===== src/hw/raster_fixed_pkg.sv =====
//----------------------------------------------------------
// Fixed-point defaults and the MSAA sample-grid encoding
// used by the bounding-box stage. Coordinates are signed,
// with RADIX fraction bits below the integer part.
// Import where a module needs the mode values.
//----------------------------------------------------------
package raster_fixed_pkg;

    // Default coordinate width and fraction bits
    parameter int DEF_SIGFIG = 24;
    parameter int DEF_RADIX  = 10;

    // Sample grid select, one-hot
    // Each finer grid keeps one more top fraction bit
    typedef enum logic [3:0] {
        MSAA_1X  = 4'b1000, // Whole pixels, no fraction kept
        MSAA_4X  = 4'b0100, // Half-pixel pitch
        MSAA_16X = 4'b0010, // Quarter-pixel pitch
        MSAA_64X = 4'b0001  // Eighth-pixel pitch
    } msaa_e;

endpackage


===== src/hw/raster_geom_pkg.sv =====
//----------------------------------------------------------
// Triangle and box geometry counts and index names.
// Box arrays are indexed [corner][axis], vertex arrays
// by vertex number.
//----------------------------------------------------------
package raster_geom_pkg;

    // Vertices per triangle
    parameter int NUM_VERTS = 3;

    // Box corners, lower-left and upper-right
    parameter int NUM_CORNERS = 2;
    parameter int CORNER_LL   = 0;
    parameter int CORNER_UR   = 1;

    // Coordinate axes
    parameter int AXIS_X = 0;
    parameter int AXIS_Y = 1;

endpackage


===== src/hw/subsample_floor.sv =====
//----------------------------------------------------------
// Floors the four raw box coordinates to the sample grid
// chosen by the MSAA mode. Integer bits pass unchanged;
// fraction bits below the sample pitch are cleared.
//----------------------------------------------------------
`timescale 1ns/1ps

module subsample_floor #(
    parameter int SIGFIG = raster_fixed_pkg::DEF_SIGFIG,
    parameter int RADIX  = raster_fixed_pkg::DEF_RADIX
) (
    input  logic signed [SIGFIG-1:0] raw_ll_x,
    input  logic signed [SIGFIG-1:0] raw_ll_y,
    input  logic signed [SIGFIG-1:0] raw_ur_x,
    input  logic signed [SIGFIG-1:0] raw_ur_y,
    input  raster_fixed_pkg::msaa_e  msaa_mode,
    output logic signed [SIGFIG-1:0] flr_ll_x,
    output logic signed [SIGFIG-1:0] flr_ll_y,
    output logic signed [SIGFIG-1:0] flr_ur_x,
    output logic signed [SIGFIG-1:0] flr_ur_y
);
    import raster_fixed_pkg::*;
    import raster_geom_pkg::*;

    logic signed [SIGFIG-1:0] raw [NUM_CORNERS][AXIS_X:AXIS_Y];
    logic signed [SIGFIG-1:0] flr [NUM_CORNERS][AXIS_X:AXIS_Y];
    // Sample pitch in LSBs and the mask that keeps bits above it
    logic signed [SIGFIG-1:0] pitch;
    logic signed [SIGFIG-1:0] keep_mask;

    always_comb begin
        case (msaa_mode)
            MSAA_4X:  pitch = SIGFIG'(1) << (RADIX - 1);
            MSAA_16X: pitch = SIGFIG'(1) << (RADIX - 2);
            MSAA_64X: pitch = SIGFIG'(1) << (RADIX - 3);
            default:  pitch = SIGFIG'(1) << RADIX;
        endcase
        keep_mask = ~(pitch - SIGFIG'(1));
    end

    assign raw[CORNER_LL][AXIS_X] = raw_ll_x;
    assign raw[CORNER_LL][AXIS_Y] = raw_ll_y;
    assign raw[CORNER_UR][AXIS_X] = raw_ur_x;
    assign raw[CORNER_UR][AXIS_Y] = raw_ur_y;

    for (genvar c = 0; c < NUM_CORNERS; c++) begin : g_corner
        for (genvar a = AXIS_X; a <= AXIS_Y; a++) begin : g_axis
            // Two's complement masking floors toward minus infinity
            assign flr[c][a] = raw[c][a] & keep_mask;

            always_comb begin
                assert final ((flr[c][a] <= raw[c][a]) && (raw[c][a] - flr[c][a] < pitch));
            end
        end
    end

    assign flr_ll_x = flr[CORNER_LL][AXIS_X];
    assign flr_ll_y = flr[CORNER_LL][AXIS_Y];
    assign flr_ur_x = flr[CORNER_UR][AXIS_X];
    assign flr_ur_y = flr[CORNER_UR][AXIS_Y];

endmodule


===== config.mk =====
export PLATFORM = sky130hd
export DESIGN_NAME = subsample_floor
export DESIGN_NICKNAME = d
export VERILOG_FILES = /design/src/hw/raster_fixed_pkg.sv /design/src/hw/raster_geom_pkg.sv /design/src/hw/subsample_floor.sv
export SDC_FILE = /design/constraint.sdc
export NUM_CORES = 1
export LEC_CHECK = 0
export BUFFER_PORTS_ARGS = -buffer_cell sky130_fd_sc_hd__buf_2
export CELL_PAD_IN_SITES_DETAIL_PLACEMENT = 0
export CELL_PAD_IN_SITES_GLOBAL_PLACEMENT = 1
export CORE_UTILIZATION = 13
export DETAILED_ROUTE_END_ITERATION = 8
export PLACE_DENSITY_LB_ADDON = 0.2
export SLEW_MARGIN = 20
export SYNTH_ARGS = -nofsm -noshare
export SYNTH_HDL_FRONTEND = slang
export SYNTH_SLANG_ARGS = --single-unit

===== constraint.sdc =====
create_clock -name vclk -period 2
set_clock_uncertainty 0.15 [all_clocks]
set_input_delay 0 -clock vclk [all_inputs]
set_output_delay 0 -clock vclk [all_outputs]
set_load 0.01 [all_outputs]

## After elaboration in Yosys (flattened, before gate mapping)

Index checks and enable logic that the tools add are counted.

- Add/subtract/negate cells: 1
- Equal/unequal tests: 3
- Multiplexer cells: 1
- Bitwise gates (word level): 5

Operators with widths:

| operator | number |
|---|---|
| $and A24 B24 Y24 | 4 |
| $pmux W11 S3 | 1 |
| $not A24 Y24 | 1 |
| $sub A24 B2 Y24 const B | 1 |
| $eq A4 B1 Y1 const B | 1 |
| $eq A4 B2 Y1 const B | 1 |
| $eq A4 B3 Y1 const B | 1 |

- Register bits: 0
- Input port bits: 100
- Output and inout port bits: 96
- Logic and storage cells: 10

## Longest topological paths before layout

- Word-level depth: 5
- Mapped depth: 8
- Gate-level depth less buffers: 7

## Least setup slack after synthesis

Ideal clock, no wire load.

- Path type: input to output
- Start point: in msaa_mode[1]
- End point: out flr_ll_x[14]
- Arrival time: 1774 ps
- Data required time: 1850 ps
- Setup slack: 76 ps
- Stages: 8
- Buffers on the path: 1
- Path through: nor4b_1 -> inv_1 -> ha_1 -> nor4b_1 -> o21bai_1 -> ha_1 -> clkbuf_1 -> nor2b_1

- Longest elaborated chain between the ends: 5
- Elaborated cells on any way between the ends: 7
- Those cells by class: add/sub: 1; eq/ne: 3; mux: 1; bitwise: 2

RTL lines:

| what | line | text |
|---|---|---|
| from (decl) | subsample_floor.sv:16 | `input raster_fixed_pkg::msaa_e msaa_mode,` |
| $eq A4 B1 Y1 (tied with other cells) | subsample_floor.sv:32 | `case (msaa_mode)` |
| $pmux W11 S3 (*) | subsample_floor.sv:32 |  |
| $sub A24 B2 Y24 (*) | subsample_floor.sv:38 | `keep_mask = ~(pitch - SIGFIG'(1));` |
| $not A24 Y24 (*) | subsample_floor.sv:38 |  |
| $and A24 B24 Y24 (*) | subsample_floor.sv:49 | `assign flr[c][a] = raw[c][a] & keep_mask;` |
| to (decl) | subsample_floor.sv:17 | `output logic signed [SIGFIG-1:0] flr_ll_x,` |

Every way passes the cells marked *; elsewhere a longest branch is shown, timed or not.

## Final worst setup path

- Start point: in msaa_mode[0]
- End point: out flr_ur_x[10]

- Longest elaborated chain between the ends: 5
- Elaborated cells on any way between the ends: 7
- Those cells by class: add/sub: 1; eq/ne: 3; mux: 1; bitwise: 2

RTL lines:

| what | line | text |
|---|---|---|
| $eq A4 B1 Y1 (tied with other cells) | subsample_floor.sv:32 |  |
| $pmux W11 S3 (*) | subsample_floor.sv:32 |  |
| $sub A24 B2 Y24 (*) | subsample_floor.sv:38 |  |
| $not A24 Y24 (*) | subsample_floor.sv:38 |  |
| $and A24 B24 Y24 (*) | subsample_floor.sv:49 |  |
| to (decl) | subsample_floor.sv:19 | `output logic signed [SIGFIG-1:0] flr_ur_x,` |

Marked as above.

==> summary.md <==
| Metric | Value |
|---|---|
| Result of the run | `complete, no violations` |
| GRT Total Usage | `5.55%` |
| Required arrival time at the worst endpoint | `1850 ps` |
| Critical Path Fanout Max | `4` |
| Seq/Total Area, Yosys | `0%` |
| Yosys Warn Count | `0` |
| Synthesized area per cell | `7.81 um2` |
| Leading cell types by total area after synthesis | `nor2b_1, buf_4, nor2b_4` |
| Fin crit period | `1880 ps` |
| DRC violation count after routing | `0` |
| Most frequent cells in the layout | `buf_2, nor2b_1, conb_1, and2_1, nor2b_4` |
| Max frequency | `532 MHz` |
| Worst Path Class, Setup | `in -> out` |
| Count of input and output buffers | `140` |
| Total detailed-routing wirelength | `2.74 mm` |
| Antenna violation net count after detailed routing | `0` |
| Std cell rows | `30` |
| Synth area leader | `nor2b_1` |
| Arrival time of the worst setup path | `1730 ps` |
| Via/cell ratio | `3.19` |
| Number of antenna diodes | `0` |
| Top layer reached by signal wires | `met3` |
| Pwr per Cell Area | `213 nW/um2` |
| DRC violation total after the first TritonRoute iteration | `7` |
| Final Cell Area | `1720 um2` |
| Worst path setup slack after routing | `122 ps` |
| Final number of setup-violating endpoints | `0` |
| Buffer count from post-CTS setup fixing | `0` |
| Weighted congestion at the end of routability-driven global placement | `0.660` |
| Top Ports | `196` |
| Leakage power | `1.04 nW` |
| Wire length on met2 | `1.57 mm` |
| Worst Hold Margin | `133 ps` |
| Largest net degree at the start of global routing | `29` |
| First drt pass iteration count | `3` |
| P&R area growth vs syn | `88.1%` |
| Pins over their slew limit | `0` |
| Die Footprint | `7370 um2` |
| Footprint of the flip-flops and latches | `0 um2` |
| Total power of the final layout | `0.000367 W` |
| Share of final-layout standard cells stronger than drive strength 1 | `64.3%` |
| Final layout net count | `368` |
| Floorplan core area | `6790 um2` |
| Cell count after synthesis | `117` |
| Die Wd | `85.8 um` |
| Met3 wire length | `278 um` |
| Max-cap violation count | `0` |
| IR Drop Worst-Case VDD | `0.0000474 V` |
| Routed WL per cell | `7.62 um` |
| Setup repair after global routing missed its margin | `false` |
| First-pass GRT wire length | `3.42 mm` |
| Total standard cell area after synthesis | `913 um2` |
| Hold violation total from the final report | `0` |
| Post-detail-place hpwl | `2.52 mm` |
| Area after DPL | `1700 um2` |
| Type of element launching the critical path | `primary input` |
| Number of fill cells in the layout | `750` |
| Area share of the largest cell type after synthesis | `23.3%` |
| Most common cell after layout, fill and taps aside | `buf_2` |
| Worst setup slack before clock tree synthesis | `-3.77 ps` |
| Initial antenna violation count | `0` |
| Via count of the first global-routing pass | `829` |
| Vias after detailed routing | `1146` |
| Netlist cell types | `20` |
| CLK BUF | `0` |
| Utilization of the core after routing | `25.3%` |
| Area of the multi-input gates | `782 um2` |
| Hold WC Path Type | `in -> out` |
| Final worst-path cycle share | `93.9%` |
| Met1 routed wirelength after detailed routing | `893 um` |
| Vertical extent of the die | `85.8 um` |
| Effective utilization at floorplan | `13.4%` |
| Global route overflow | `0` |
| Number of flip-flops and latches | `0` |
| Critical path capture point type | `output pin` |
-- per-layer routing --
layer | vias up | track usage [%]
met2 | 88 | 13.9
li1 | 596 | -
met1 | 462 | 4.66
met4 | 0 | 0
met3 | 0 | 0.289
met5 | - | 0
-- path summary, 6_finish.rpt --
kind                    startpoint  cells past startpoint            to
worst max-delay path  msaa_mode[0]                      8  flr_ur_x[10]
worst min-delay path   raw_ur_x[9]                      3   flr_ur_x[9]
-- report_power, final --
| part | switching [W] | internal, W |
|---|---|---|
| clock | 0 | 0 |
| sequential | 0 | 0 |
| combinational | 0.000174 | 0.000192 |
| total | 0.000174 | 0.000192 |
-- cell usage after synthesis --
cell	n
and2b_1	8
nor2b_4	10
nor3b_4	1
nor2b_1	34
nor4b_1	2
inv_1	2
o311a_2	1
or4b_4	1
xnor2_1	2
conb_1	1
o21bai_1	1
and2_1	16
buf_4	28
ha_1	3
clkbuf_1	2
buf_12	1
nor2_1	1
nor4b_2	1
buf_2	1
nand2b_1	1
-- worst max-delay path, cell delays in order --
cell and delay, ps:
buf_2 110, or4b_4 540, ha_2 200, nor4b_2 200, o21bai_1 100, ha_2 340
and2_1 120, buf_2 120
-- through the flow --
stage,setup TNS (ps),std cells
5_1_grt,0,359
4_1_cts,0,359
2_1_floorplan,0,144
3_5_place_dp,-5.90,359
6_report,0,359
3_3_place_gp,0,359
-- cell families (layout without fill, tap and decap cells) --
kind of cell / after synthesis / in the layout / synth area share (%)
AO/OA/AOI/OAI: 2 / 2 / 2.06
XOR/XNOR: 2 / 2 / 1.92
adder cells (fa/ha/maj): 3 / 3 / 4.11
buffers and inverters: 34 / 153 / 27.4
other: 1 / 28 / 0.411
AND/OR/NAND/NOR: 75 / 75 / 64.1
-- what timing repair did --
| item | 4_1_cts | 5_1_grt |
|---|---|---|
| endpoints found under the hold margin | 0 | 0 |
| gates cloned | 0 | 0 |
| endpoints found under the setup margin | 11 | 24 |
| hold buffers | 0 | 0 |
| gates resized for setup | 1 | 3 |
-- final cells by class --
cell class | count | area share, %
Inverter | 2 | 0.437
Tap cell | 96 | 6.99
Multi-Input combinational cell | 110 | 45.5
Timing Repair Buffer | 151 | 47.1
Power figures use the tool's default switching activity.
