`config.mk`:
```
export PLATFORM = sky130hd
export DESIGN_NAME = screen_clip
export DESIGN_NICKNAME = d
export VERILOG_FILES = /design/src/hw/raster_fixed_pkg.sv /design/src/hw/raster_geom_pkg.sv /design/src/hw/screen_clip.sv
export SDC_FILE = /design/constraint.sdc
export NUM_CORES = 1
export LEC_CHECK = 0
export ABC_CLOCK_PERIOD_IN_PS = 8100
export BUFFER_PORTS_ARGS = -buffer_cell sky130_fd_sc_hd__buf_2
export CAP_MARGIN = 5
export CORE_AREA = 2 2 133 135
export DETAILED_ROUTE_END_ITERATION = 8
export DIE_AREA = 0 0 135 137
export GPL_TIMING_DRIVEN = 0
export PLACE_DENSITY = 0.54
export SYNTH_ARGS = -nofsm -noshare
export SYNTH_HDL_FRONTEND = slang
export SYNTH_SLANG_ARGS = --single-unit
export TNS_END_PERCENT = 50
```
`constraint.sdc`:
```
create_clock -name vclk -period 8.1
set_clock_uncertainty 0.1 [all_clocks]
set_input_delay 1.215 -clock vclk [all_inputs]
set_output_delay 1.215 -clock vclk [all_outputs]
set_load 0.02 [all_outputs]
```
`src/hw/raster_fixed_pkg.sv`:
```
//----------------------------------------------------------
// Fixed-point defaults and the MSAA sample-grid encoding
// used by the bounding-box stage. Coordinates are signed,
// with RADIX fraction bits below the integer part.
// Import where a module needs the mode values.
//----------------------------------------------------------
package raster_fixed_pkg;

    // Default coordinate width and fraction bits
    parameter int DEF_SIGFIG = 24;
    parameter int DEF_RADIX  = 10;

    // Sample grid select, one-hot
    // Each finer grid keeps one more top fraction bit
    typedef enum logic [3:0] {
        MSAA_1X  = 4'b1000, // Whole pixels, no fraction kept
        MSAA_4X  = 4'b0100, // Half-pixel pitch
        MSAA_16X = 4'b0010, // Quarter-pixel pitch
        MSAA_64X = 4'b0001  // Eighth-pixel pitch
    } msaa_e;

endpackage

```
`src/hw/raster_geom_pkg.sv`:
```
//----------------------------------------------------------
// Triangle and box geometry counts and index names.
// Box arrays are indexed [corner][axis], vertex arrays
// by vertex number.
//----------------------------------------------------------
package raster_geom_pkg;

    // Vertices per triangle
    parameter int NUM_VERTS = 3;

    // Box corners, lower-left and upper-right
    parameter int NUM_CORNERS = 2;
    parameter int CORNER_LL   = 0;
    parameter int CORNER_UR   = 1;

    // Coordinate axes
    parameter int AXIS_X = 0;
    parameter int AXIS_Y = 1;

endpackage

```
`src/hw/screen_clip.sv`:
```
//----------------------------------------------------------
// Clamps the floored box to the screen and forms the valid
// that enters the pipe. Culled, backward and off-screen
// triangles leave here as bubbles.
//----------------------------------------------------------
`timescale 1ns/1ps

module screen_clip #(
    parameter int SIGFIG = raster_fixed_pkg::DEF_SIGFIG
) (
    input  logic signed [SIGFIG-1:0] raw_ll_x,
    input  logic signed [SIGFIG-1:0] raw_ll_y,
    input  logic signed [SIGFIG-1:0] raw_ur_x,
    input  logic signed [SIGFIG-1:0] raw_ur_y,
    input  logic signed [SIGFIG-1:0] flr_ll_x,
    input  logic signed [SIGFIG-1:0] flr_ll_y,
    input  logic signed [SIGFIG-1:0] flr_ur_x,
    input  logic signed [SIGFIG-1:0] flr_ur_y,
    input  logic signed [SIGFIG-1:0] screen_x,
    input  logic signed [SIGFIG-1:0] screen_y,
    input  logic                     tri_valid,
    input  logic                     backface,
    output logic signed [SIGFIG-1:0] clp_ll_x,
    output logic signed [SIGFIG-1:0] clp_ll_y,
    output logic signed [SIGFIG-1:0] clp_ur_x,
    output logic signed [SIGFIG-1:0] clp_ur_y,
    output logic                     entry_valid
);
    import raster_geom_pkg::*;

    logic signed [SIGFIG-1:0] raw [NUM_CORNERS][AXIS_X:AXIS_Y];
    logic signed [SIGFIG-1:0] flr [NUM_CORNERS][AXIS_X:AXIS_Y];
    logic signed [SIGFIG-1:0] clp [NUM_CORNERS][AXIS_X:AXIS_Y];
    logic signed [SIGFIG-1:0] lim [AXIS_X:AXIS_Y];
    // Box wholly outside the screen on this axis
    logic                     off_axis [AXIS_X:AXIS_Y];

    assign raw[CORNER_LL] = '{raw_ll_x, raw_ll_y};
    assign raw[CORNER_UR] = '{raw_ur_x, raw_ur_y};
    assign flr[CORNER_LL] = '{flr_ll_x, flr_ll_y};
    assign flr[CORNER_UR] = '{flr_ur_x, flr_ur_y};
    assign lim            = '{screen_x, screen_y};

    always_comb begin
        for (int a = AXIS_X; a <= AXIS_Y; a++) begin
            // Decide the clamp on the raw value, keep the floored one otherwise
            clp[CORNER_LL][a] = (raw[CORNER_LL][a] < 0) ? '0 : flr[CORNER_LL][a];
            clp[CORNER_UR][a] = (raw[CORNER_UR][a] > lim[a]) ? lim[a] : flr[CORNER_UR][a];
            off_axis[a] = (flr[CORNER_UR][a] < 0) || (flr[CORNER_LL][a] > lim[a]);
        end
        entry_valid = tri_valid && !backface && !off_axis[AXIS_X] && !off_axis[AXIS_Y];
        // A box that enters the pipe lies on the screen
        for (int a = AXIS_X; a <= AXIS_Y; a++) begin
            assert final (!entry_valid || ((clp[CORNER_LL][a] >= 0) && (clp[CORNER_UR][a] <= lim[a])));
        end
    end

    assign clp_ll_x = clp[CORNER_LL][AXIS_X];
    assign clp_ll_y = clp[CORNER_LL][AXIS_Y];
    assign clp_ur_x = clp[CORNER_UR][AXIS_X];
    assign clp_ur_y = clp[CORNER_UR][AXIS_Y];

endmodule

```
* Word-level counts from Yosys, hierarchy flattened
Cells that the tools add are included.
Storage, ports and cells: flip-flop bits (word level) 0, bits in latches 0, bits in writable memories 0, bits in read-only memories 0, input bits 242, output and inout port bits 97, word-level logic and storage cells 20, memories 0
Operators by class: add/sub/neg operators 0, $mul 0, div/mod/pow operators 0, magnitude comparators 8, equality and inequality tests 0, shifts and indexed selects 0, mux-type cells 4, bitwise logic cells 0, reductions and logical operators 8
Operator list (number):
- 24-bit greater-than comparator | 4
- 24-bit by 1-bit less-than comparator with 1-bit output (second input constant) | 4
- 24-bit 2-to-1 mux | 4
- 1-bit logical AND | 3
- 1-bit zero test | 3
- 1-bit logical OR | 2

* Depth between registers and ports, before layout
Gate-level depths: netlist of run 1.
depth in word-level cells 5, mapped depth 10, depth with buffers taken out 9

* Worst setup path after synthesis of run 1
OpenSTA, ideal clock, no wires.
path kind in2out, start input port screen_x[23], end output port clp_ur_x[10], data arrival time 3.400 ns, required time 6.785 ns, setup slack 3.385 ns, cell stages on the path 8, path buffers 1, path through inv_1 > ha_1 > nand4_2 > or4_1 > or4_4 > o211ai_4 > buf_12 > mux2_4
Between the ends: word-level cells in the longest chain between the ends 2
RTL lines:
- start, declared | RTL line screen_clip.sv:19 | input logic signed [SIGFIG-1:0] screen_x,
- 24-bit greater-than comparator | RTL line screen_clip.sv:48 | clp[CORNER_UR][a] = (raw[CORNER_UR][a] > lim[a]) ? lim[a] : flr[CORNER_UR][a];
- 24-bit 2-to-1 mux | RTL line screen_clip.sv:48
- end, declared | RTL line screen_clip.sv:25 | output logic signed [SIGFIG-1:0] clp_ur_x,
No other way between the ends.

* Final worst setup path of run 1
start input port screen_y[23], end output port clp_ur_y[18]
Between the ends: word-level cells in the longest chain between the ends 2
RTL lines:
- start, declared | RTL line screen_clip.sv:20 | input logic signed [SIGFIG-1:0] screen_y,
- 24-bit greater-than comparator | RTL line screen_clip.sv:48
- 24-bit 2-to-1 mux | RTL line screen_clip.sv:48
- end, declared | RTL line screen_clip.sv:26 | output logic signed [SIGFIG-1:0] clp_ur_y,
No other way between the ends.

==> results of run 1 <==
logic make-up after synthesis:
| family | Yosys count |
|---|---|
| compound gates | 79 |
| fa+ha+maj | 96 |
| buf+inv | 61 |
| mux | 49 |
| simple gates | 121 |
report_power, final:
| part | leakage, nW | internal (mW) | switching (mW) |
|---|---|---|---|
| Sequential | 0 | 0 | 0 |
| Combinational | 2.89 | 0.160 | 0.186 |
| Clock | 0.00000634 | 0.0000000165 | 0 |
| Total | 2.89 | 0.160 | 0.186 |
final cells by class:
| class | count | share of cell area (%) |
|---|---|---|
| Multi-Input combinational cell | 345 | 60.0 |
| Timing Repair Buffer | 293 | 29.1 |
| Tap cell | 225 | 5.58 |
| Inverter | 53 | 3.94 |
| Buffer | 8 | 1.39 |
| Antenna cell | 1 | 0.0496 |
layout by cell type (no fill, tap or decap), types with 2 or more instances in the layout:
cell                        count
sky130_fd_sc_hd__buf_4          2
sky130_fd_sc_hd__a211oi_1       6
sky130_fd_sc_hd__nand2_1       19
sky130_fd_sc_hd__buf_12         2
sky130_fd_sc_hd__a21oi_1       37
sky130_fd_sc_hd__nand4_1       20
sky130_fd_sc_hd__nor2b_1       48
sky130_fd_sc_hd__nand3_1        6
sky130_fd_sc_hd__nor3_1         4
sky130_fd_sc_hd__nor4_1         4
sky130_fd_sc_hd__o31ai_1        2
sky130_fd_sc_hd__ha_1          96
sky130_fd_sc_hd__clkbuf_1       4
sky130_fd_sc_hd__mux2_4        20
sky130_fd_sc_hd__mux2_2        28
sky130_fd_sc_hd__o211ai_1       3
sky130_fd_sc_hd__buf_2        293
sky130_fd_sc_hd__a21o_1         6
sky130_fd_sc_hd__a2111oi_0      2
sky130_fd_sc_hd__o21ai_0       12
sky130_fd_sc_hd__a21boi_0       2
sky130_fd_sc_hd__o221ai_1       2
sky130_fd_sc_hd__nand2b_1       2
sky130_fd_sc_hd__nor2_1        11
sky130_fd_sc_hd__inv_1         53
worst min path at each step:
stage	to	slack, ps
2_1_floorplan	clp_ll_x[1]	2410
3_3_place_gp	clp_ur_y[7]	2670
3_5_place_dp	clp_ll_y[23]	2660
4_1_cts	clp_ll_y[23]	2670
5_1_grt	clp_ur_x[10]	2680
6_report	clp_ll_y[23]	2670
routing by layer:
metal	wire length, µm	global-route usage [%]	up-vias
met3	763	1.07	0
met1	5450	15.6	1737
met5	0	0	-
li1	-	-	2082
met2	6760	26.3	147
met4	0	0	0
==> flow_metrics.py, run 1 <==
metrics = {
    "timing": {
        "hold_slack_ps": 2670,
        "min_period_ps": 5460,
        "grt_setup_unrepaired": "no",
        "transition_at_the_pin_with_the_smallest_max_transition_slack_ps": 689,
        "clock.fmax_mhz": 183,
        "timing.setup.tns_ps": 0,
        "hold_violations": 0,
        "final_min_period_over_clock_period_pct": 67.5,
        "final_critical_path_setup_slack_ps": 2640,
        "timing.final.setup_violations": 0,
        "headroom_to_the_max_slew_limit_pct": 52.9,
        "maxSlewViolCount": 0,
    },
    "synth": {
        "synth.mux.area_fraction_pct": 19.0,
        "synth-compound-area-share_pct": 15.4,
        "synth_top_family_by_area": "adder cells",
        "yosys.area_share.xor_xnor_pct": 0,
        "syn_inst": 406,
        "synthMostInstantiatedCell": "sky130_fd_sc_hd__ha_1",
        "synth_warnings": 0,
        "yosysTopAreaCellShare_pct": 36.5,
        "syn_nets": 744,
        "synth_seq_area_share_pct": 0,
        "synth.distinct_cells": 39,
        "ys_top_cells_by_area": "sky130_fd_sc_hd__ha_1, sky130_fd_sc_hd__mux2_2, sky130_fd_sc_hd__mux2_4",
        "avgSynthCellArea_um2": 8.11,
        "syn-cell-area_um2": 3290,
        "synth_simple_gate_area_share_pct": 21.0,
        "yosys.area_share.adder_pct": 36.5,
        "post_synth_most_frequent_cells": "sky130_fd_sc_hd__ha_1, sky130_fd_sc_hd__inv_1, sky130_fd_sc_hd__nor2b_1",
        "synth_top_cell_by_area": "sky130_fd_sc_hd__ha_1",
    },
    "power": {
        "p_leak_nw": 2.89,
        "power_density_nw_per_um2": 68.6,
        "irDropWorstVdd_v": 0.0000240,
        "power.total_mw": 0.346,
    },
    "placed_design": {
        "placement.io_buffers": 293,
        "postPlaceCellArea_um2": 5040,
        "worst_setup_slack_after_placement_ps": 2610,
        "place.detailed.instances": 924,
        "hpwl_um": 12100,
        "gp_congestion": 0.818,
    },
    "cells_and_area": {
        "final-seq-area_um2": 0,
        "final_cell_count_no_fill": 925,
        "area_delta_synth_final_pct": 53.1,
        "drive_gt1_share_pct": 50.2,
        "flops_and_latches": 0,
        "fin_area_um2": 5040,
        "final.clkbuf_count": 0,
        "fin_nets": 1039,
        "multi_input_area_um2": 3030,
        "postLayoutCoreUtil_pct": 29.6,
        "layout.filler_cells": 1904,
    },
    "global_route": {
        "grt_remaining_overflow": 0,
        "grt_pass1_wl_um": 19300,
        "grt_max_degree": 11,
        "grt_pass1_vias": 3908,
        "grt.total_usage_pct": 13.0,
        "antenna_found_initial": 1,
    },
    "worst_hold_path": {
        "holdPathStages": 3,
        "startpoint_of_the_tightest_hold_check_path": "raw_ll_y[23]",
        "worstHoldPathType": "primary input to output port",
    },
    "critical_path": {
        "cp_num_buf_inv": 4,
        "crit_fanout": 10,
        "max_stage_delay_ps": 650,
        "cp.required_ps": 6780,
        "cp-endpoint": "clp_ur_y[18]",
        "critPathKind": "primary input to output port",
        "timing.critical_path.cells": "buf_2 -> inv_1 -> ha_1 -> nand4_1 -> nor4_1 -> o311ai_1 -> a311oi_2 -> buf_4 -> mux2_2 -> buf_2",
        "critPathCaptureType": "output port",
        "worst-path-stages": 10,
        "critical_path.startpoint_type": "primary input",
        "path_delay_family": "compound AO/OA/AOI/OAI gates",
        "cp-startpoint": "screen_y[23]",
        "cpMaxStageDelayCell": "sky130_fd_sc_hd__a311oi_2",
        "crit_arrival_ps": 4150,
        "worst_path_most_repeated_cell": "sky130_fd_sc_hd__buf_2",
    },
    "drt": {
        "avgRoutedWirePerCell_um": 14.0,
        "drt_first_pass_iters": 4,
        "drc_errors": 0,
        "first_iter_violations": 47,
        "detail_route.vias_per_cell": 4.29,
        "ant_nets": 0,
        "drt-total-wl_um": 13000,
        "via_count": 3966,
    },
    "clock_tree": {
        "postCtsSetupRepairBufs": 0,
        "postCtsHoldBufs": 0,
        "post_cts_resize_count": 0,
    },
    "job": {
        "cap_viol_max_count": 0,
    },
    "die": {
        "dieWidth_um": 135,
        "num_rows": 48,
        "die-area_um2": 18500,
        "floorplan.core_area_um2": 17100,
        "boundaryPins": 339,
        "die_h_um": 137,
        "floorplan.initialDensity_pct": 19.3,
    },
    "outcome": {
        "run_status": "completed",
    },
}
No activity file was read; power rests on OpenSTA's default activity.
==> run 2: changes to the inputs <==
Settings changed: ABC_CLOCK_PERIOD_IN_PS 8100 to 5050, CORE_AREA 2 2 133 135 to 2 2 132 134, DIE_AREA 0 0 135 137 to 0 0 134 136, PLACE_DENSITY 0.54 to 0.55.
Clock period 8.1 ns to 5.05 ns, I/O delays scaled along.
==> run 2 against run 1 <==
Net effect: power is 61% higher; via count is 1.0% higher; non-clock buffer count stayed put; count of clock-buffer cells in the layout stayed put; die area is 1.5% lower.
==> flow_metrics.py, run 2 (synthesized netlist as in run 1, its figures left out) <==
metrics = {
    "outcome": {
        "run_status": "completed",
    },
    "timing": {
        "timing.final.setup_violations": 0,
        "headroom_to_the_max_slew_limit_pct": 52.8,
        "clock.fmax_mhz": 220,
        "transition_at_the_pin_with_the_smallest_max_transition_slack_ps": 690,
        "maxSlewViolCount": 0,
        "hold_violations": 0,
        "final_min_period_over_clock_period_pct": 89.8,
        "timing.setup.tns_ps": 0,
        "grt_setup_unrepaired": "no",
        "min_period_ps": 4540,
    },
    "drt": {
        "via_count": 4007,
        "drt-total-wl_um": 13100,
        "detail_route.vias_per_cell": 4.33,
        "first_iter_violations": 67,
        "drc_errors": 0,
        "avgRoutedWirePerCell_um": 14.2,
        "drt_first_pass_iters": 4,
        "ant_nets": 0,
    },
    "global_route": {
        "grt_max_degree": 11,
        "grt_pass1_wl_um": 19500,
        "grt_pass1_vias": 3894,
        "grt_remaining_overflow": 0,
        "grt.total_usage_pct": 13.3,
        "antenna_found_initial": 1,
    },
    "clock_tree": {
        "postCtsSetupRepairBufs": 0,
        "post_cts_resize_count": 0,
        "postCtsHoldBufs": 0,
    },
    "power": {
        "power_density_nw_per_um2": 110,
        "irDropWorstVdd_v": 0.0000425,
        "p_leak_nw": 2.89,
    },
    "job": {
        "cap_viol_max_count": 0,
    },
    "cells_and_area": {
        "mostFrequentLayoutCells": "sky130_fd_sc_hd__buf_2, sky130_fd_sc_hd__ha_1, sky130_fd_sc_hd__inv_1",
        "flops_and_latches": 0,
        "fin_nets": 1039,
        "mostFrequentLayoutCell": "sky130_fd_sc_hd__buf_2",
        "drive_gt1_share_pct": 50.2,
        "final.clkbuf_count": 0,
        "area_delta_synth_final_pct": 53.1,
        "postLayoutCoreUtil_pct": 29.9,
        "final-seq-area_um2": 0,
        "final_cell_count_no_fill": 925,
    },
    "placed_design": {
        "gp_congestion": 0.814,
        "place.detailed.instances": 924,
        "hpwl_um": 12400,
        "placement.io_buffers": 293,
    },
    "die": {
        "num_rows": 48,
        "dieWidth_um": 134,
        "floorplan.initialDensity_pct": 19.5,
        "boundaryPins": 339,
        "floorplan.core_area_um2": 16900,
        "die_h_um": 136,
        "die-area_um2": 18200,
    },
    "critical_path": {
        "critPathKind": "primary input to output port",
        "critical_path.startpoint_type": "primary input",
        "cp.required_ps": 4190,
        "critPathCaptureType": "output port",
        "crit_arrival_ps": 3680,
        "crit_fanout": 10,
    },
    "worst_hold_path": {
        "holdPathStages": 3,
        "worstHoldPathType": "primary input to output port",
    },
}
[run 2: cell counts in the layout (fill, tap and decap cells not counted)]
No cell type changed its count.
[run 2: path summary, 6_finish.rpt]
| path | startpoint | to | slack [ps] |
|---|---|---|---|
| worst min-delay path | flr_ur_x[12] | clp_ur_x[12] | 1760 |
| worst max-delay path | screen_y[23] | clp_ur_y[10] | 510 |
[run 2: critical path, cell delays in order]
cell                       delay, ps
sky130_fd_sc_hd__buf_2           100
sky130_fd_sc_hd__inv_1            60
sky130_fd_sc_hd__ha_1            330
sky130_fd_sc_hd__nand4_1         200
sky130_fd_sc_hd__nor4_1          480
sky130_fd_sc_hd__o311ai_1        260
sky130_fd_sc_hd__a311oi_2        640
sky130_fd_sc_hd__buf_4           320
sky130_fd_sc_hd__mux2_2          360
sky130_fd_sc_hd__buf_2           160
[run 2: area by class of cell]
cell class / count / area, µm²
repair buffers: 293 / 1470
fillers: 1877 / 11800
plain buffers: 8 / 70.1
multi-input cells: 345 / 3030
inverters: 53 / 199
diodes: 1 / 2.50
well taps: 225 / 282
[run 2: per-stage QoR]
stage / power [mW] / hold WS [ps] / setup WS (ps) / instance area, µm²
5_1_grt: 0.614 / 1760 / 295 / 5040
3_5_place_dp: 0.561 / 1760 / 420 / 5040
3_3_place_gp: 0.557 / 1760 / 415 / 5040
2_1_floorplan: 0.350 / 1490 / 1250 / 3290
6_report: 0.556 / 1760 / 515 / 5040
4_1_cts: 0.564 / 1760 / 406 / 5040
[run 2: power by group]
| part | total [mW] | switching (mW) | internal [mW] |
|---|---|---|---|
| clock network | 0.0000000265 | 0 | 0.0000000265 |
| registers | 0 | 0 | 0 |
| logic | 0.556 | 0.300 | 0.256 |
[run 2: layer usage]
metal | vias to the layer above | wire (µm) | track usage, %
met2 | 169 | 6710 | 26.6
met4 | 0 | 116 | 1.12
met3 | 8 | 945 | 1.57
li1 | 2087 | - | -
met5 | - | 0 | 0
met1 | 1743 | 5330 | 15.5
