===== src/hw/raster_fixed_pkg.sv =====
//----------------------------------------------------------
// Fixed-point defaults and the MSAA sample-grid encoding
// used by the bounding-box stage. Coordinates are signed,
// with RADIX fraction bits below the integer part.
// Import where a module needs the mode values.
//----------------------------------------------------------
package raster_fixed_pkg;

    // Default coordinate width and fraction bits
    parameter int DEF_SIGFIG = 24;
    parameter int DEF_RADIX  = 10;

    // Sample grid select, one-hot
    // Each finer grid keeps one more top fraction bit
    typedef enum logic [3:0] {
        MSAA_1X  = 4'b1000, // Whole pixels, no fraction kept
        MSAA_4X  = 4'b0100, // Half-pixel pitch
        MSAA_16X = 4'b0010, // Quarter-pixel pitch
        MSAA_64X = 4'b0001  // Eighth-pixel pitch
    } msaa_e;

endpackage


===== src/hw/raster_geom_pkg.sv =====
//----------------------------------------------------------
// Triangle and box geometry counts and index names.
// Box arrays are indexed [corner][axis], vertex arrays
// by vertex number.
//----------------------------------------------------------
package raster_geom_pkg;

    // Vertices per triangle
    parameter int NUM_VERTS = 3;

    // Box corners, lower-left and upper-right
    parameter int NUM_CORNERS = 2;
    parameter int CORNER_LL   = 0;
    parameter int CORNER_UR   = 1;

    // Coordinate axes
    parameter int AXIS_X = 0;
    parameter int AXIS_Y = 1;

endpackage


===== src/hw/bbox_stall_pipe.sv =====
//----------------------------------------------------------
// PIPE_DEPTH-deep register chain for vertices, clipped box
// and valid. One shared enable: the chain advances when the
// next stage is free or the output holds a bubble.
//----------------------------------------------------------
`timescale 1ns/1ps

module bbox_stall_pipe #(
    parameter int SIGFIG     = raster_fixed_pkg::DEF_SIGFIG,
    parameter int PIPE_DEPTH = 3
) (
    input  logic                     clk,
    input  logic                     arst_n,
    input  logic                     halt_n,
    input  logic signed [SIGFIG-1:0] tri_x [raster_geom_pkg::NUM_VERTS],
    input  logic signed [SIGFIG-1:0] tri_y [raster_geom_pkg::NUM_VERTS],
    input  logic signed [SIGFIG-1:0] clp_ll_x,
    input  logic signed [SIGFIG-1:0] clp_ll_y,
    input  logic signed [SIGFIG-1:0] clp_ur_x,
    input  logic signed [SIGFIG-1:0] clp_ur_y,
    input  logic                     entry_valid,
    output logic signed [SIGFIG-1:0] out_tri_x [raster_geom_pkg::NUM_VERTS],
    output logic signed [SIGFIG-1:0] out_tri_y [raster_geom_pkg::NUM_VERTS],
    output logic signed [SIGFIG-1:0] box_ll_x,
    output logic signed [SIGFIG-1:0] box_ll_y,
    output logic signed [SIGFIG-1:0] box_ur_x,
    output logic signed [SIGFIG-1:0] box_ur_y,
    output logic                     out_valid
);
    import raster_geom_pkg::*;

    // Stage 0 is nearest the input
    logic signed [SIGFIG-1:0] st_x   [PIPE_DEPTH][NUM_VERTS];
    logic signed [SIGFIG-1:0] st_y   [PIPE_DEPTH][NUM_VERTS];
    logic signed [SIGFIG-1:0] st_box [PIPE_DEPTH][NUM_CORNERS][AXIS_X:AXIS_Y];
    logic [PIPE_DEPTH-1:0]    st_valid;
    logic                     advance;

    // Move on when downstream takes data, or squeeze out an output bubble
    assign advance = halt_n || !out_valid;

    always_ff @(posedge clk or negedge arst_n) begin
        if (!arst_n) begin
            st_valid <= '0;
            for (int s = 0; s < PIPE_DEPTH; s++) begin
                for (int v = 0; v < NUM_VERTS; v++) begin
                    st_x[s][v] <= '0;
                    st_y[s][v] <= '0;
                end
                for (int c = 0; c < NUM_CORNERS; c++) begin
                    for (int a = AXIS_X; a <= AXIS_Y; a++) begin
                        st_box[s][c][a] <= '0;
                    end
                end
            end
        end else if (advance) begin
            st_valid[0] <= entry_valid;
            st_x[0]     <= tri_x;
            st_y[0]     <= tri_y;
            st_box[0]   <= '{'{clp_ll_x, clp_ll_y}, '{clp_ur_x, clp_ur_y}};
            for (int s = 1; s < PIPE_DEPTH; s++) begin
                st_valid[s] <= st_valid[s-1];
                st_x[s]     <= st_x[s-1];
                st_y[s]     <= st_y[s-1];
                st_box[s]   <= st_box[s-1];
            end
        end
    end

    assign out_tri_x = st_x[PIPE_DEPTH-1];
    assign out_tri_y = st_y[PIPE_DEPTH-1];
    assign box_ll_x  = st_box[PIPE_DEPTH-1][CORNER_LL][AXIS_X];
    assign box_ll_y  = st_box[PIPE_DEPTH-1][CORNER_LL][AXIS_Y];
    assign box_ur_x  = st_box[PIPE_DEPTH-1][CORNER_UR][AXIS_X];
    assign box_ur_y  = st_box[PIPE_DEPTH-1][CORNER_UR][AXIS_Y];
    assign out_valid = st_valid[PIPE_DEPTH-1];

    // Delivered boxes stay ordered after floor and clamp
    assert property (@(posedge clk) disable iff (!arst_n)
        out_valid |-> (box_ll_x <= box_ur_x) && (box_ll_y <= box_ur_y));

    // Held output does not move while the next stage is busy
    assert property (@(posedge clk) disable iff (!arst_n)
        (!halt_n && out_valid) |=> $stable({box_ll_x, box_ll_y, box_ur_x, box_ur_y, out_valid}));

    for (genvar v = 0; v < NUM_VERTS; v++) begin : g_hold_vert
        assert property (@(posedge clk) disable iff (!arst_n)
            (!halt_n && out_valid) |=> $stable(out_tri_x[v]) && $stable(out_tri_y[v]));
    end

endmodule


===== config.mk =====
export PLATFORM = sky130hd
export DESIGN_NAME = bbox_stall_pipe
export DESIGN_NICKNAME = d
export VERILOG_FILES = /design/src/hw/raster_fixed_pkg.sv /design/src/hw/raster_geom_pkg.sv /design/src/hw/bbox_stall_pipe.sv
export SDC_FILE = /design/constraint.sdc
export NUM_CORES = 1
export LEC_CHECK = 0
export BUFFER_PORTS_ARGS = -buffer_cell sky130_fd_sc_hd__buf_2
export CORE_MARGIN = 4
export CORE_UTILIZATION = 59
export CTS_BUF_LIST = sky130_fd_sc_hd__clkbuf_2
export DETAILED_ROUTE_END_ITERATION = 8
export HOLD_SLACK_MARGIN = 0.03
export PLACE_DENSITY_LB_ADDON = 0.1
export RECOVER_POWER = 100
export SYNTH_ARGS = -nofsm -noshare
export SYNTH_HDL_FRONTEND = slang
export SYNTH_SLANG_ARGS = --single-unit

===== constraint.sdc =====
create_clock -name clk -period 1.85 [get_ports clk]
set_input_delay 0 -clock clk [delete_from_list [all_inputs] [get_ports clk]]
set_output_delay 0 -clock clk [all_outputs]
set_load 0.02 [all_outputs]

==> results of run 1 <==
-- per-stage QoR --
step / cell area, sq um / util / std cells / setup WS (ns)
after floorplan: 31000 / - / 1767 / 0.312
after global placement: 32100 / 0.621 / 2666 / 0.154
after detailed placement: 32100 / 0.621 / 2666 / 0.138
-- kinds of logic after synthesis --
kind of cell,count (synthesis),synth area share
muxes,722,0.319
buffers and inverters,320,0.0971
and+or+nand+nor,2,0.000645
DFF,723,0.583
-- Yosys cell counts, drive strengths merged --
cell / number / area share
buf: 320 / 0.097
dfrtp: 723 / 0.58
mux2: 722 / 0.32
nor2b: 1 / 0.00044
or2: 1 / 0.00020
==> impl_metrics.tcl, run 1 <==
set metrics [dict create \
    gp_congestion 0.780 \
    port_buffers 484 \
    status "did not finish" \
    die_h_um 237 \
    yosys_warnings 0 \
    yosys_register_bits 723 \
    yosysUniqueCellTypes 10 \
    cts_buffers 179 \
    error "[ERROR RSZ-0060] Max buffer count reached." \
    postCtsSetupRepairBufs 83 \
    seq_area_frac_synth 0.583 \
    synth_area_sq_um 31000 \
    synthesis.nets 2011 \
    synth.avg_cell_area_sq_um 17.6 \
    postCtsResizedCells 482 \
    io_pins 485 \
    clock-sinks 723 \
    dieWidth_um 237 \
    cts_hold_buffers 612 \
    start_util 0.600 \
    ctsHtreeMaxLevel 4 \
    syn_inst 1767 \
    hpwl_um 41100 \
    stop_stage "4_1_cts" \
    clockRootBuffer "clkbuf_2" \
    ctsLongestPathBuffers 3 \
    fp-row-count 83 \
]
==> inputs of run 2 (changes only) <==
--- a/config.mk
+++ b/config.mk
@@ -7,11 +7,9 @@
 export LEC_CHECK = 0
 export BUFFER_PORTS_ARGS = -buffer_cell sky130_fd_sc_hd__buf_2
 export CORE_MARGIN = 4
-export CORE_UTILIZATION = 59
-export CTS_BUF_LIST = sky130_fd_sc_hd__clkbuf_2
+export CORE_UTILIZATION = 40
 export DETAILED_ROUTE_END_ITERATION = 8
-export HOLD_SLACK_MARGIN = 0.03
-export PLACE_DENSITY_LB_ADDON = 0.1
+export PLACE_DENSITY_LB_ADDON = 0.15
 export RECOVER_POWER = 100
 export SYNTH_ARGS = -nofsm -noshare
 export SYNTH_HDL_FRONTEND = slang
==> run 2 against run 1 <==
- the run now ends clean
- synthesized area did not move
- synthesized cell count unchanged
==> impl_metrics.tcl, run 2 <==
set metrics [dict create \
    synth_most_common_cell "dfrtp_1" \
    synth.avg_cell_area_sq_um 17.6 \
    gp_congestion 0.753 \
    ys.flop_type "dfrtp_1" \
    cts_hold_buffers 243 \
    nets 2572 \
    vdd_drop_max_mv 0.908 \
    insertion_delay_ns 0.62 \
    via_count 15200 \
    grt_usage 0.150 \
    ys_top_cells_by_count "dfrtp_1, mux2_4, buf_4, mux2_2, buf_12" \
    rsz0062_at_grt "no" \
    wl_per_cell_um 17.9 \
    die_h_um 286 \
    cellPowerDensity_nw_per_um2 1480 \
    finalCritPeriodShare 0.932 \
    worstPathArrival_ns 2.21 \
    setup_viol 0 \
    largest-register "st_box" \
    path_max_fanout 30 \
    overflow 0 \
    ant_nets 0 \
    maxCapViolCount 0 \
    hpwl_um 42700 \
    io_pins 485 \
    cts_tree "built" \
    worstPathRequired_ns 2.34 \
    worst_r2r_startpoint "st_valid[2]$_DFFE_PN0P_" \
    synthesis.nets 2011 \
    ctsLongestPathBuffers 3 \
    layout_common_cells "dfrtp_1, mux2_1, clkbuf_1" \
    synth-edff-count 0 \
    port_buffers 484 \
    synth_area_sq_um 31000 \
    mostFrequentLayoutCell "dfrtp_1" \
    hp-start "halt_n" \
    drc_errors 0 \
    grt_antenna_before_repair 7 \
    syn_inst 1767 \
    slew_headroom 0.388 \
    synth_top_cell_by_area "dfrtp_1" \
    setup-tns-final_ns 0 \
    yosys_register_bits 723 \
    postCtsResizedCells 0 \
    grt_max_degree 92 \
    cts_buffers 79 \
    crit_start "st_valid[2]$_DFFE_PN0P_" \
    dieWidth_um 286 \
    layout-drive-gt1-share 0.331 \
    yosys_warnings 0 \
    start_util 0.406 \
    finalHoldViolations 0 \
    async_reset_ff_frac 1.00 \
    ctsHtreeMaxLevel 3 \
    firstDrtPassIters 4 \
    syn_to_final_growth_pct 15.0 \
    cp-start-kind "register" \
    fmaxAchievable_mhz 580 \
    clock_skew_ns 0.0212 \
    postCtsSetupRepairBufs 0 \
    status "complete, no violations" \
    p_leak_nw 15.5 \
    min_period_ns 1.72 \
    seq_area_frac_synth 0.583 \
    yosysUniqueCellTypes 10 \
    reg_top3 "st_box: 192 flops, st_x: 144 flops, st_y: 144 flops" \
    clock-sinks 723 \
    yosysTopAreaCellShare 0.583 \
    core_sq_um 76500 \
    grt_pass1_vias 17200 \
    drt_wl_total_um 61300 \
    grt_first_pass_wirelength_um 98700 \
    fin_util 0.467 \
    viasPerCell 4.44 \
    fp-row-count 101 \
    clk_pin_slew_ns 0.06 \
    clockRootBuffer "clkbuf_16" \
    fill_cells 7103 \
    power_mw 52.9 \
    hold_path_class "in2reg" \
    finalMaxSlewViolations 0 \
    drt_iter0_drc 450 \
    largest_reg_flops 192 \
    crit_type "reg2reg" \
    end_kind "register" \
    tightest_slew_ns 0.919 \
    synth_area_leaders "dfrtp_1, mux2_4, mux2_2, buf_4, buf_12" \
    dieArea_sq_um 82100 \
]
==> run 2: cell counts after synthesis <==
Identical to the previous run, type by type.
==> run 2: worst paths after layout <==
| check | to | slack (ns) | cells past startpoint |
|---|---|---|---|
| max | out_tri_x[20]$_DFFE_PN0P_ | 0.13 | 4 |
| min | st_x[124]$_DFFE_PN0P_ | 0.04 | 4 |
| max reg2reg | out_tri_x[20]$_DFFE_PN0P_ | 0.13 | 4 |
| min reg2reg | st_valid[2]$_DFFE_PN0P_ | 0.48 | 1 |
| max in group asynchronous | st_y[102]$_DFFE_PN0P_ | 0.32 | 3 |
| min in group asynchronous | st_x[203]$_DFFE_PN0P_ | 0.55 | 3 |
==> run 2: logic make-up (layout without fill, tap and decap cells) <==
family	count (synthesis)	in the layout	share of synthesized area
DFF	723	723	0.583
buffers and inverters	320	944	0.0971
other	0	4	0
and+or+nand+nor	2	2	0.000645
muxes	722	722	0.319
==> run 2: cell type report <==
class / instances / area (sq um) / area share
Sequential cell: 723 / 18100 / 0.507
Clock inverter: 32 / 277 / 0.00775
Antenna cell: 4 / 10.0 / 0.000281
Clock buffer: 112 / 2290 / 0.0643
Tap cell: 1030 / 1290 / 0.0361
Timing Repair Buffer: 800 / 5140 / 0.144
Multi-Input combinational cell: 724 / 8570 / 0.240
==> run 2: per-layer routing <==
metal / GRT usage / up-vias / part of all wire
met2: 0.251 / 327 / 0.49
met1: 0.189 / 7779 / 0.42
met4: 0.0518 / 6 / 0.029
met5: 0 / - / 0.00064
li1: - / 6992 / -
met3: 0.0424 / 108 / 0.060
==> run 2: power breakdown <==
part           switching (mW)  internal (mW)
sequential               2.74           20.9
clock                    6.44           8.98
combinational            7.71           6.13
==> run 2: critical path: stages, from the launching register on <==
cell,delay [ns]
dfrtp_1,0.36
nor2b_4,0.25
buf_12,0.24
buf_6,0.38
mux2_4,0.34
==> run 2: metrics by stage <==
step	hold WS [ns]	instance area, sq um	cells	setup WS, ns
CTS	0.0516	37700	3421	0.0810
global route	0.0290	35700	3423	0.0103
finish	0.0395	35700	3425	0.126
detailed placement	0.0167	32700	3034	0.118
global placement	0.00867	32700	3034	0.149
floorplan	-0.296	31000	1767	0.312
(Power assumes the default switching activity.)
==> inputs of run 3 (changes only) <==
--- a/config.mk
+++ b/config.mk
@@ -6,7 +6,7 @@
 export NUM_CORES = 1
 export LEC_CHECK = 0
 export BUFFER_PORTS_ARGS = -buffer_cell sky130_fd_sc_hd__buf_2
-export CORE_MARGIN = 4
+export CORE_MARGIN = 2
 export CORE_UTILIZATION = 40
 export DETAILED_ROUTE_END_ITERATION = 8
 export PLACE_DENSITY_LB_ADDON = 0.15
==> constraint.sdc (replaced) <==
create_clock -name clk -period 1.5 [get_ports clk]
set_input_delay 0.15 -clock clk [delete_from_list [all_inputs] [get_ports clk]]
set_output_delay 0.15 -clock clk [all_outputs]
set_load 0.02 [all_outputs]
==> run 3 against run 2 <==
- the run now ends with negative setup slack left
- routed wire length rose by 3.5%
- critical path type unchanged
- sequential share of layout area fell by 4.4 points
- worst setup slack got worse by 0.25 ns
- largest cell class unchanged
- global-route usage rose by 0.63 points
- final cell count rose by 2.7%
- combinational power rose by 60%
- non-clock buffer count rose by 74
- power rose by 38%
- via count rose by 3.0%
- core utilization rose by 4.0 points
==> impl_metrics.tcl, run 3 (synthesized netlist as in run 2, its figures left out) <==
set metrics [dict create \
    status "finished, violations left" \
    violations "negative setup slack" \
    fp-row-count 102 \
    preCtsSetupSlack_ns -0.132 \
    path_max_fanout 48 \
    worstPathRequired_ns 2.00 \
    clock-sinks 723 \
    finalCritPeriodShare 1.08 \
    overflow 0 \
    maxCapViolCount 0 \
    largest-register "st_box" \
    die_h_um 282 \
    critPathTopFamily "buffers and inverters" \
    port_buffers 484 \
    vdd_drop_max_mv 0.884 \
    viasPerCell 4.45 \
    cp-start-kind "register" \
    ctsHtreeMaxLevel 3 \
    core_sq_um 77100 \
    firstDrtPassIters 4 \
    drt_wl_total_um 63500 \
    syn_to_final_growth_pct 25.9 \
    final_cell_area_sq_um 39100 \
    instances_no_fill 3518 \
    tightest_slew_ns 1.07 \
    wl_per_cell_um 18.0 \
    grt_usage 0.157 \
    ctsLongestPathBuffers 3 \
    clockRootBuffer "clkbuf_16" \
    insertion_delay_ns 0.61 \
    io_pins 485 \
    worst_path_largest_cell_delay_ns 0.38 \
    largest_reg_flops 192 \
    worst_r2r_startpoint "st_valid[2]$_DFFE_PN0P_" \
    min_period_ns 1.62 \
    worstPathArrival_ns 2.12 \
    dieWidth_um 282 \
    fmaxAchievable_mhz 617 \
    setup_viol 597 \
    grt_max_degree 89 \
    rsz0062_at_grt "yes" \
    nets 2649 \
    mostFrequentLayoutCell "dfrtp_1" \
    crit_top_cell "buf_12" \
    path_buf_inv 3 \
    finalWorstSetupSlack_ns -0.122 \
    drt_iter0_drc 468 \
    dpl.cell_count 3087 \
    holdWs_ns 0.234 \
    post_dp_cell_area_sq_um 33300 \
    ant_nets 0 \
    cts_buffers 82 \
    cts_tree "built" \
    crit_slowest_cell "mux2_2" \
    slew_headroom 0.288 \
    layout_common_cells "dfrtp_1, mux2_4, buf_2" \
    clock_skew_ns 0.0287 \
    cellPowerDensity_nw_per_um2 1870 \
    hpwl_um 43000 \
    crit_type "reg2reg" \
    hp-start "halt_n" \
    dieArea_sq_um 79800 \
    end_kind "register" \
    finalHoldViolations 0 \
    finalMaxSlewViolations 0 \
    grt_first_pass_wirelength_um 98100 \
    p_leak_nw 18.2 \
    fill_cells 6622 \
    gp_congestion 0.743 \
    fin_util 0.507 \
    grt_pass1_vias 17400 \
    grt_antenna_before_repair 10 \
    reg_top3 "st_box: 192 flops, st_x: 144 flops, st_y: 144 flops" \
    crit_start "st_valid[2]$_DFFE_PN0P_" \
    start_util 0.402 \
    clk_pin_slew_ns 0.06 \
    drc_errors 0 \
    via_count 15700 \
    hold_path_class "in2reg" \
    layout-drive-gt1-share 0.551 \
    path_cells "nor2b_4 -> buf_6 -> buf_12 -> buf_12 -> mux2_2" \
]
==> run 3: metal layers <==
layer	up-vias	part of all wire	global-route usage
li1	7172	-	-
met1	8074	0.43	0.197
met2	317	0.50	0.263
met3	98	0.054	0.0403
met4	6	0.023	0.0525
met5	-	0.00072	0
==> run 3: timing repair <==
| action | in CTS | in global routing |
|---|---|---|
| buffers inserted | 9 | 7 |
| hold buffers | 243 | 0 |
| setup endpoints to repair | 638 | 705 |
| gates resized for setup | 21 | 31 |
| endpoints found under the hold margin | 948 | 0 |
| cloned | 6 | 10 |
==> run 3: stage by stage <==
| step | power (mW) | TNS, ns |
|---|---|---|
| after detailed placement | 51.0 | -39.24 |
| after global placement | 50.4 | -32.63 |
| after global routing | 76.8 | -72.53 |
| after floorplan | 48.3 | 0 |
| final | 72.9 | -34.07 |
| after CTS | 74.0 | -33.79 |
==> run 3: worst paths after layout <==
path | to | slack [ns] | depth (start not counted)
hold reg to reg | st_valid[2]$_DFFE_PN0P_ | 0.47 | 1
max in group asynchronous | st_y[96]$_DFFE_PN0P_ | 0.14 | 4
setup / recovery | box_ll_y[0]$_DFFE_PN0P_ | -0.12 | 5
min in group asynchronous | st_box[204]$_DFFE_PN0P_ | 0.29 | 2
hold / removal | st_x[143]$_DFFE_PN0P_ | 0.23 | 5
setup reg to reg | box_ll_y[0]$_DFFE_PN0P_ | -0.12 | 5
==> run 3: where the power goes <==
part           internal (mW)  switching, mW  total, mW
Combinational           11.9           10.2       22.1
Sequential              25.8           3.60       29.4
Clock                   13.3           8.12       21.4
Total                   51.0           21.9       72.9
==> run 3: layout make-up <==
cell class | instances | area, sq um | area share
flip-flops and latches | 723 | 18100 | 0.463
multi-input cells | 724 | 9960 | 0.255
repair buffers | 874 | 6750 | 0.173
clock buffers | 115 | 2330 | 0.0596
well taps | 1040 | 1300 | 0.0333
clock inverters | 35 | 608 | 0.0156
diodes | 7 | 17.5 | 0.000449
==> run 3: worst min-delay path: stages <==
cell	delay, ns
buf_2	0.10
nor2b_4	0.04
buf_4	0.15
buf_16	0.15
mux2_2	0.22
